[config.mk]
export PLATFORM = sky130hd
export DESIGN_NAME = pad_subsystem_top
export DESIGN_NICKNAME = d
export VERILOG_FILES = /design/src/hdl/padctrl_pkg.sv /design/src/hdl/padctrl_regs.sv /design/src/hdl/jtag_overlay_mux.sv /design/src/hdl/pad_cell_array.sv /design/src/hdl/pad_subsystem_top.sv
export VERILOG_INCLUDE_DIRS = /design/src /design/src/hdl
export SDC_FILE = /design/constraint.sdc
export NUM_CORES = 1
export LEC_CHECK = 0
export BUFFER_PORTS_ARGS = -buffer_cell sky130_fd_sc_hd__buf_4
export CAP_MARGIN = 20
export CORE_UTILIZATION = 35
export DETAILED_ROUTE_END_ITERATION = 16
export SETUP_SLACK_MARGIN = 0.4
export SLEW_MARGIN = 20
export SYNTH_ARGS = -nofsm -noshare
export SYNTH_HDL_FRONTEND = slang
export SYNTH_SLANG_ARGS = --single-unit
[constraint.sdc]
create_clock -name clk_i -period 2.1 [get_ports clk_i]
set_input_delay 0.315 -clock clk_i [delete_from_list [all_inputs] [get_ports clk_i]]
set_output_delay 0.315 -clock clk_i [all_outputs]
set_load 0.005 [all_outputs]
[src/hdl/padctrl_params.svh]
////////////////////////////////////////
// Pad counts, register map and JTAG pad indices for the pad
// subsystem. Include wherever these constants are needed.
////////////////////////////////////////
`ifndef PADCTRL_PARAMS_SVH
`define PADCTRL_PARAMS_SVH

// Pad counts
`define PADCTRL_NMIO 8
`define PADCTRL_NDIO 6
`define PADCTRL_ATTR_DW 2 // Bit 0 invert, bit 1 open-drain

// Configuration port widths
`define PADCTRL_CFG_AW 5
`define PADCTRL_CFG_DW 8

// Register map, word addresses
`define PADCTRL_ADDR_MIO0 5'd0  // MIO attributes 0..7
`define PADCTRL_ADDR_DIO0 5'd8  // DIO attributes 8..13
`define PADCTRL_ADDR_JTAG 5'd14 // JTAG permit bit

// JTAG strap on MIO, JTAG port on DIO
`define PADCTRL_JTAG_EN_IDX 6
`define PADCTRL_TCK_IDX 0
`define PADCTRL_TMS_IDX 1
`define PADCTRL_TDI_IDX 2
`define PADCTRL_TDO_IDX 3

`endif

[src/hdl/padctrl_pkg.sv]
////////////////////////////////////////
// Shared types of the pad subsystem: pad vectors, core-side buses,
// pad attributes, configuration port and JTAG signals
////////////////////////////////////////
`default_nettype none

`include "padctrl_params.svh"

package padctrl_pkg;

  // One bit per pad
  typedef logic [`PADCTRL_NMIO-1:0] mio_vec_t;
  typedef logic [`PADCTRL_NDIO-1:0] dio_vec_t;

  // Core drive toward the pads
  typedef struct packed {
    mio_vec_t out;
    mio_vec_t oe;
  } mio_bus_t;

  typedef struct packed {
    dio_vec_t out;
    dio_vec_t oe;
  } dio_bus_t;

  // Per-pad attribute, invert sits in bit 0
  typedef struct packed {
    logic open_drain;
    logic invert;
  } pad_attr_t;

  typedef pad_attr_t [`PADCTRL_NMIO-1:0] mio_attr_t;
  typedef pad_attr_t [`PADCTRL_NDIO-1:0] dio_attr_t;

  //////////////////////////////////////
  // Configuration port, four-phase req/ack
  //////////////////////////////////////
  typedef struct packed {
    logic                       req;
    logic                       we;
    logic [`PADCTRL_CFG_AW-1:0] addr;
    logic [`PADCTRL_CFG_DW-1:0] wdata;
  } cfg_req_t;

  typedef struct packed {
    logic                       ack;
    logic [`PADCTRL_CFG_DW-1:0] rdata;
  } cfg_rsp_t;

  // JTAG signals toward the core TAP
  typedef struct packed {
    logic tck;
    logic tms;
    logic tdi;
    logic trst_n;
  } jtag_req_t;

endpackage

`default_nettype wire

[src/hdl/padctrl_regs.sv]
////////////////////////////////////////
// Pad configuration registers: one attribute per pad plus the JTAG
// permit bit, accessed through a four-phase req/ack port
////////////////////////////////////////
`timescale 1ns/1ps
`default_nettype none

`include "padctrl_params.svh"

module padctrl_regs import padctrl_pkg::*; (
  input  logic      clk_i,
  input  logic      rst_n_i,
  // Configuration port
  input  cfg_req_t  cfg_req_i,
  output cfg_rsp_t  cfg_rsp_o,
  // To pad logic
  output mio_attr_t mio_attr_o,
  output dio_attr_t dio_attr_o,
  output logic      jtag_permit_o
);

  typedef enum logic {
    st_idle,
    st_ack
  } ack_state_e;

  ack_state_e                 state_q, state_d;
  logic                       access;     // Accepted request this cycle
  mio_attr_t                  mio_attr_q;
  dio_attr_t                  dio_attr_q;
  logic                       permit_q;
  logic [`PADCTRL_CFG_DW-1:0] rdata_d, rdata_q;
  pad_attr_t                  wr_attr;

  //////////////////////////////////////
  // Handshake FSM
  //////////////////////////////////////

  // Idle waits for req, ack waits for req to drop
  always_comb begin
    state_d = state_q;
    case (state_q)
      st_idle: if (cfg_req_i.req) state_d = st_ack;
      st_ack:  if (!cfg_req_i.req) state_d = st_idle;
      default: state_d = st_idle;
    endcase
  end

  always_ff @(posedge clk_i or negedge rst_n_i) begin
    if (!rst_n_i) begin
      state_q <= st_idle;
    end else begin
      state_q <= state_d;
    end
  end

  assign access = (state_q == st_idle) && cfg_req_i.req;

  //////////////////////////////////////
  // Register writes
  //////////////////////////////////////

  assign wr_attr = pad_attr_t'(cfg_req_i.wdata[`PADCTRL_ATTR_DW-1:0]);

  always_ff @(posedge clk_i or negedge rst_n_i) begin
    if (!rst_n_i) begin
      mio_attr_q <= '0;
      dio_attr_q <= '0;
      permit_q   <= 1'b0;
    end else if (access && cfg_req_i.we) begin
      for (int i = 0; i < `PADCTRL_NMIO; i++) begin
        if (cfg_req_i.addr == `PADCTRL_ADDR_MIO0 + `PADCTRL_CFG_AW'(i)) begin
          mio_attr_q[i] <= wr_attr;
        end
      end
      for (int i = 0; i < `PADCTRL_NDIO; i++) begin
        if (cfg_req_i.addr == `PADCTRL_ADDR_DIO0 + `PADCTRL_CFG_AW'(i)) begin
          dio_attr_q[i] <= wr_attr;
        end
      end
      if (cfg_req_i.addr == `PADCTRL_ADDR_JTAG) begin
        permit_q <= cfg_req_i.wdata[0];
      end
    end
  end

  //////////////////////////////////////
  // Read data
  //////////////////////////////////////

  // Unmapped addresses fall through as zero
  always_comb begin
    rdata_d = '0;
    for (int i = 0; i < `PADCTRL_NMIO; i++) begin
      if (cfg_req_i.addr == `PADCTRL_ADDR_MIO0 + `PADCTRL_CFG_AW'(i)) begin
        rdata_d = {{(`PADCTRL_CFG_DW-`PADCTRL_ATTR_DW){1'b0}}, mio_attr_q[i]};
      end
    end
    for (int i = 0; i < `PADCTRL_NDIO; i++) begin
      if (cfg_req_i.addr == `PADCTRL_ADDR_DIO0 + `PADCTRL_CFG_AW'(i)) begin
        rdata_d = {{(`PADCTRL_CFG_DW-`PADCTRL_ATTR_DW){1'b0}}, dio_attr_q[i]};
      end
    end
    if (cfg_req_i.addr == `PADCTRL_ADDR_JTAG) begin
      rdata_d = {{(`PADCTRL_CFG_DW-1){1'b0}}, permit_q};
    end
  end

  // Captured with the access, held while ack is high
  always_ff @(posedge clk_i or negedge rst_n_i) begin
    if (!rst_n_i) begin
      rdata_q <= '0;
    end else if (access && !cfg_req_i.we) begin
      rdata_q <= rdata_d;
    end
  end

  assign cfg_rsp_o.ack   = (state_q == st_ack);
  assign cfg_rsp_o.rdata = rdata_q;

  assign mio_attr_o    = mio_attr_q;
  assign dio_attr_o    = dio_attr_q;
  assign jtag_permit_o = permit_q;

endmodule

`default_nettype wire

[src/hdl/jtag_overlay_mux.sv]
////////////////////////////////////////
// JTAG overlay on the dedicated pads. Active when the synchronized
// strap pad and the permit bit are both high
////////////////////////////////////////
`timescale 1ns/1ps
`default_nettype none

`include "padctrl_params.svh"

module jtag_overlay_mux import padctrl_pkg::*; (
  input  logic      jtag_permit_i,
  // Core side
  input  mio_bus_t  mio_core_i,
  input  dio_bus_t  dio_core_i,
  output mio_vec_t  mio_core_in_o,
  output dio_vec_t  dio_core_in_o,
  // Pad side
  input  mio_vec_t  mio_in_sync_i,
  input  dio_vec_t  dio_in_sync_i,
  output mio_bus_t  mio_pad_o,
  output dio_bus_t  dio_pad_o,
  // JTAG TAP
  input  logic      jtag_tdo_i,
  output jtag_req_t jtag_o
);

  logic strap;
  logic jtag_active;

  assign strap       = mio_in_sync_i[`PADCTRL_JTAG_EN_IDX];
  assign jtag_active = strap & jtag_permit_i;

  // MIO is never overlaid
  assign mio_pad_o     = mio_core_i;
  assign mio_core_in_o = mio_in_sync_i;

  //////////////////////////////////////
  // Pad-side drive
  //////////////////////////////////////

  always_comb begin
    dio_pad_o = dio_core_i;
    if (jtag_active) begin
      // TCK, TMS, TDI become inputs
      dio_pad_o.out[`PADCTRL_TCK_IDX] = 1'b0;
      dio_pad_o.oe[`PADCTRL_TCK_IDX]  = 1'b0;
      dio_pad_o.out[`PADCTRL_TMS_IDX] = 1'b0;
      dio_pad_o.oe[`PADCTRL_TMS_IDX]  = 1'b0;
      dio_pad_o.out[`PADCTRL_TDI_IDX] = 1'b0;
      dio_pad_o.oe[`PADCTRL_TDI_IDX]  = 1'b0;
      dio_pad_o.out[`PADCTRL_TDO_IDX] = jtag_tdo_i; // TDO drives its pad
      dio_pad_o.oe[`PADCTRL_TDO_IDX]  = 1'b1;
    end
  end

  //////////////////////////////////////
  // Core-side inputs
  //////////////////////////////////////

  // Tie-offs seen by the core while JTAG owns the pads
  always_comb begin
    dio_core_in_o = dio_in_sync_i;
    if (jtag_active) begin
      dio_core_in_o[`PADCTRL_TCK_IDX] = 1'b0;
      dio_core_in_o[`PADCTRL_TMS_IDX] = 1'b1; // Inactive level
      dio_core_in_o[`PADCTRL_TDI_IDX] = 1'b0;
      dio_core_in_o[`PADCTRL_TDO_IDX] = 1'b0;
    end
  end

  //////////////////////////////////////
  // TAP inputs
  //////////////////////////////////////

  // Idle TAP sees TMS high and a quiet clock
  assign jtag_o.tck    = jtag_active & dio_in_sync_i[`PADCTRL_TCK_IDX];
  assign jtag_o.tms    = jtag_active ? dio_in_sync_i[`PADCTRL_TMS_IDX] : 1'b1;
  assign jtag_o.tdi    = jtag_active & dio_in_sync_i[`PADCTRL_TDI_IDX];
  assign jtag_o.trst_n = strap; // TAP held in reset without the strap

endmodule

`default_nettype wire

[src/hdl/pad_cell_array.sv]
////////////////////////////////////////
// Behavioral pad cells with inversion, open-drain and a two-flop
// input synchronizer. Used once per pad group via pad_vec_t
////////////////////////////////////////
`timescale 1ns/1ps
`default_nettype none

module pad_cell_array import padctrl_pkg::*; #(
  parameter type pad_vec_t = mio_vec_t
) (
  input  logic                               clk_i,
  input  logic                               rst_n_i,
  // Core side
  input  pad_vec_t                           out_i,
  input  pad_vec_t                           oe_i,
  input  pad_attr_t [$bits(pad_vec_t)-1:0]   attr_i,
  output pad_vec_t                           in_sync_o,
  // Pad side
  input  pad_vec_t                           pad_in_i,
  output pad_vec_t                           pad_out_o,
  output pad_vec_t                           pad_oe_o
);

  localparam int n_pads = $bits(pad_vec_t);

  pad_vec_t inv_mask;  // Per-pad invert bits
  pad_vec_t od_mask;   // Per-pad open-drain bits
  pad_vec_t drv_val;
  pad_vec_t in_q1, in_q2;

  always_comb begin
    for (int i = 0; i < n_pads; i++) begin
      inv_mask[i] = attr_i[i].invert;
      od_mask[i]  = attr_i[i].open_drain;
    end
  end

  //////////////////////////////////////
  // Output path
  //////////////////////////////////////

  assign drv_val = pad_vec_t'(out_i ^ inv_mask);

  // Open drain only pulls low, a 1 releases the pad
  assign pad_out_o = pad_vec_t'(drv_val & ~od_mask);
  assign pad_oe_o  = pad_vec_t'(oe_i & ~(od_mask & drv_val));

  //////////////////////////////////////
  // Input path
  //////////////////////////////////////

  // Two-flop synchronizer after inversion
  always_ff @(posedge clk_i or negedge rst_n_i) begin
    if (!rst_n_i) begin
      in_q1 <= '0;
      in_q2 <= '0;
    end else begin
      in_q1 <= pad_vec_t'(pad_in_i ^ inv_mask);
      in_q2 <= in_q1;
    end
  end

  assign in_sync_o = in_q2;

endmodule

`default_nettype wire

[src/hdl/pad_subsystem_top.sv]
////////////////////////////////////////
// Chip-edge I/O subsystem top: configuration registers, JTAG overlay
// and the MIO and DIO pad cell arrays
////////////////////////////////////////
`timescale 1ns/1ps
`default_nettype none

module pad_subsystem_top import padctrl_pkg::*; (
  input  logic      clk_i,
  input  logic      rst_n_i,
  // Configuration port
  input  cfg_req_t  cfg_req_i,
  output cfg_rsp_t  cfg_rsp_o,
  // Core side
  input  mio_bus_t  mio_core_i,
  input  dio_bus_t  dio_core_i,
  output mio_vec_t  mio_core_in_o,
  output dio_vec_t  dio_core_in_o,
  output jtag_req_t jtag_o,
  input  logic      jtag_tdo_i,
  // Pads, split into in/out/oe
  input  mio_vec_t  mio_pad_in_i,
  output mio_vec_t  mio_pad_out_o,
  output mio_vec_t  mio_pad_oe_o,
  input  dio_vec_t  dio_pad_in_i,
  output dio_vec_t  dio_pad_out_o,
  output dio_vec_t  dio_pad_oe_o
);

  mio_attr_t mio_attr;
  dio_attr_t dio_attr;
  logic      jtag_permit;
  mio_vec_t  mio_in_sync;
  dio_vec_t  dio_in_sync;
  mio_bus_t  mio_pad_bus;
  dio_bus_t  dio_pad_bus;

  //////////////////////////////////////
  // Registers and overlay
  //////////////////////////////////////

  padctrl_regs u_regs (
    .clk_i         ( clk_i       ),
    .rst_n_i       ( rst_n_i     ),
    .cfg_req_i     ( cfg_req_i   ),
    .cfg_rsp_o     ( cfg_rsp_o   ),
    .mio_attr_o    ( mio_attr    ),
    .dio_attr_o    ( dio_attr    ),
    .jtag_permit_o ( jtag_permit )
  );

  jtag_overlay_mux u_jtag_mux (
    .jtag_permit_i ( jtag_permit   ),
    .mio_core_i    ( mio_core_i    ),
    .dio_core_i    ( dio_core_i    ),
    .mio_core_in_o ( mio_core_in_o ),
    .dio_core_in_o ( dio_core_in_o ),
    .mio_in_sync_i ( mio_in_sync   ),
    .dio_in_sync_i ( dio_in_sync   ),
    .mio_pad_o     ( mio_pad_bus   ),
    .dio_pad_o     ( dio_pad_bus   ),
    .jtag_tdo_i    ( jtag_tdo_i    ),
    .jtag_o        ( jtag_o        )
  );

  //////////////////////////////////////
  // Pad cells
  //////////////////////////////////////

  pad_cell_array #(
    .pad_vec_t ( mio_vec_t )
  ) u_mio_pads (
    .clk_i     ( clk_i           ),
    .rst_n_i   ( rst_n_i         ),
    .out_i     ( mio_pad_bus.out ),
    .oe_i      ( mio_pad_bus.oe  ),
    .attr_i    ( mio_attr        ),
    .in_sync_o ( mio_in_sync     ),
    .pad_in_i  ( mio_pad_in_i    ),
    .pad_out_o ( mio_pad_out_o   ),
    .pad_oe_o  ( mio_pad_oe_o    )
  );

  pad_cell_array #(
    .pad_vec_t ( dio_vec_t )
  ) u_dio_pads (
    .clk_i     ( clk_i           ),
    .rst_n_i   ( rst_n_i         ),
    .out_i     ( dio_pad_bus.out ),
    .oe_i      ( dio_pad_bus.oe  ),
    .attr_i    ( dio_attr        ),
    .in_sync_o ( dio_in_sync     ),
    .pad_in_i  ( dio_pad_in_i    ),
    .pad_out_o ( dio_pad_out_o   ),
    .pad_oe_o  ( dio_pad_oe_o    )
  );

endmodule

`default_nettype wire

==> results.md <==
- Status: completed
- Pwr per Cell Area: 762 mW/mm^2
- Max FO, Critical Path: 2
- Number of setup violations in the final report: 0
- Area leader, netlist: dfrtp_1
- Die width: 95.7 um
- Sequential cell area fraction in the yosys report: roughly half
- P&R area growth vs syn: 34.8%
- Clk slew on worst S/H paths: roughly 70 ps
- Total grt overflow: 0
- Top_reg_cell synth: dfrtp_1
- Number of buffers added on ports: 102
- TritonCTS clock tree: yes
- GP Congestion: 0.878
- Post-layout util: between 40% and 50%
- Initial antenna violation count: 0
- Post-DP Area: 0.00386 mm^2
- Worst slew pin tran: 731 ps
- Async set or reset register ratio after synthesis: 100%
- Setup Skew: 6.25 ps
- Vias post-DR: 2422
- Slowest stage cell on the critical path: dfrtp_2
- CP Capture Type: output port
- Peak VDD IR: 383 uV
- Yosys top cell area share: 48.9%
- Peak Freq: 533 MHz
- DRT antenna net count: 0
- Syn Area/Cell: 10.8 um^2
- Worst skew pair latency: 340 ps
- Clock Tree Buf Depth: 2
- RSZ-0062 raised after global routing: yes
- Antenna Cells: 0
- Critical path required time: 1780 ps
- Setup CP Type: flip-flop to output port
- Leakage: 2.01 nW
- Yosys cell types: 47
- Final WS setup: 226 ps
- TritonCTS Buffers: 9
- #FFs+latches synth: 60
- Synth Warn #: 0
- Slew Limit Headroom: 51.3%
- Ratio of cells with drive above 1 in the final layout: between 40% and 50%
- # nets final: 447
- Fin crit share: between 80% and 90%
- First-pass GRT wire length: about 11000 um
- Critical-path cell list: nand2_2 > mux2i_2 > xor2_1 > nor2b_1 > nor2_1 > buf_4
- Post-Syn Area: 0.00307 mm^2
- Vias per inst: between 4 and 5
- Boundary Pins: 115
- Tmin final: between 1500 and 2000 ps
- 1st-iter DRT viols: 142
- Estimated wirelength of the detail-placed design: between 5000 and 6000 um
- Critical Path Source Type: flip-flop
- Total track usage: 17.1%
- EDFF count, synth: 0
- Design area: 0.00414 mm^2
- Mapped Cells: 285
- WP data arrival: 1560 ps
- Commonest cells post-synth: dfrtp_1 (60), xor2_1 (25), nand2_1 (24)
- DRC errors left: 0
- Pre-CTS WS: 323 ps
- Initial Util: a little under two fifths
- Setup Total Neg Slack: 0 ps
- Rows: 33
- Slew Limit Fails: 0
- Hold crit path type: input pin to asynchronous set/reset pin
- DR pass1 iterations: 4
- Vias in the first global route: 2284
- H-tree levels: 3
- Final WL: 7270 um
- Max incr delay on CP: 430 ps
- TritonCTS sink count: 60
- Die area: 0.00915 mm^2
- Top cells by area, synth: dfrtp_1 (49%), mux2_2 (8.4%), xor2_1 (7.1%)
- Largest net degree at the start of global routing: a little over 60
- Root Buffer Master: clkbuf_8
- Routed len/inst: 14.6 um
- Top-count cell post-synth: dfrtp_1
- Final Hold Fails: 0
- Die Span Y: 95.7 um
- Max_cap viols: 0
- CORE AREA: 0.00834 mm^2
placed cells by master, fill, tap and decap left out, types with 3 or more instances in the layout:
master / netlist / final
buf_4: 11 / 108
a21oi_1: 9 / 9
clkbuf_8: 0 / 10
conb_1: 1 / 6
clkinv_2: 0 / 3
nand2_1: 24 / 23
o21a_1: 6 / 6
nand2b_1: 3 / 3
xor2_1: 25 / 25
a21boi_0: 5 / 5
dfrtp_1: 60 / 58
nand3b_1: 3 / 3
inv_1: 10 / 10
and2_1: 3 / 3
nor3_1: 3 / 3
mux2i_1: 6 / 5
xnor2_1: 7 / 7
mux2_2: 23 / 23
o21ai_0: 10 / 10
nor2_1: 23 / 23
or3_4: 2 / 3
nor2b_1: 7 / 7
cells by family (layout without fill, tap and decap cells):
group / Yosys count / count (layout) / share of synthesized area [%]
buffers and inverters: 32 / 134 / 5.42
XOR/XNOR: 32 / 32 / 9.13
other: 1 / 6 / 0.122
multiplexers: 32 / 32 / 12.1
flip-flops: 60 / 60 / 48.9
AO/OA/AOI/OAI: 43 / 43 / 9.54
AND/OR/NAND/NOR: 85 / 85 / 14.8
sequential cells by signal, indices dropped and copies added, names as in the netlist:
signal                count
u_dio_pads.in_sync_o      6
u_regs.rdata_q            2
u_regs.jtag_permit_o      1
u_mio_pads.in_sync_o      8
u_regs.mio_attr_o        16
u_mio_pads.in_q1          8
u_regs.dio_attr_o        12
u_regs.state_q            1
u_dio_pads.in_q1          6
where the power goes:
group / switching, W / leakage, nW / internal (W) / total (W)
registers: 0.0000975 / 0.739 / 0.00129 / 0.00138
clock network: 0.000438 / 0.113 / 0.000694 / 0.00113
logic: 0.000266 / 1.15 / 0.000370 / 0.000636
layer usage:
layer / wire [um] / part of all wire (%) / vias to the layer above / GRT usage [%]
li1: - / - / 1170 / -
met1: 3180 / 44 / 1155 / 22.2
met2: 3490 / 48 / 87 / 26.3
met3: 463 / 6.4 / 10 / 5.02
met4: 137 / 1.9 / 0 / 7.34
met5: 0 / 0 / - / 0
per-stage QoR:
step                cells  power, W  hold slack, ps
floorplan             290   0.00168            19.4
global placement      476   0.00202             331
detailed placement    476   0.00203             335
CTS                   496   0.00319            68.8
global route          497   0.00334            95.5
finish                497   0.00315            28.9
worst max-delay path, delay by kind of cell (launching register included):
kind                   cells  cell delay, ps
AND/OR/NAND/NOR            3             240
flip-flops                 1             430
buffers and inverters      1             120
multiplexers               1             220
XOR/XNOR                   1             210
final timing paths:
kind	slack [ps]	from	depth (start not counted)	to
setup / recovery	230	u_mio_pads.in_sync_o[6]	6	dio_pad_oe_o[3]
hold / removal	30	rst_n_i	1	u_mio_pads.in_sync_o[1]
setup reg to reg	400	u_regs.state_q	4	u_regs.mio_attr_o[4]
hold reg to reg	350	u_mio_pads.in_q1[4]	0	u_mio_pads.in_sync_o[4]
max in group asynchronous	1550	rst_n_i	1	u_regs.jtag_permit_o
min in group clk_i	110	cfg_req_i[14]	1	u_regs.state_q
repair_timing:
item	CTS	global route
hold buffers	0	0
endpoints found under the setup margin	14	15
pin swaps	3	0
buffers inserted	4	1
gates resized for setup	3	3
final cells by class:
type                       instances  area, um^2
clock buffer                      11         141
inverter                          10        37.5
fill                             780        4200
sequential                        60        1500
multi-input combinational        198        1440
clock inverter                     5        75.1
tap                              105         131
timing repair buffer             108         811
Note: power is estimated with default switching activity, not from simulation.
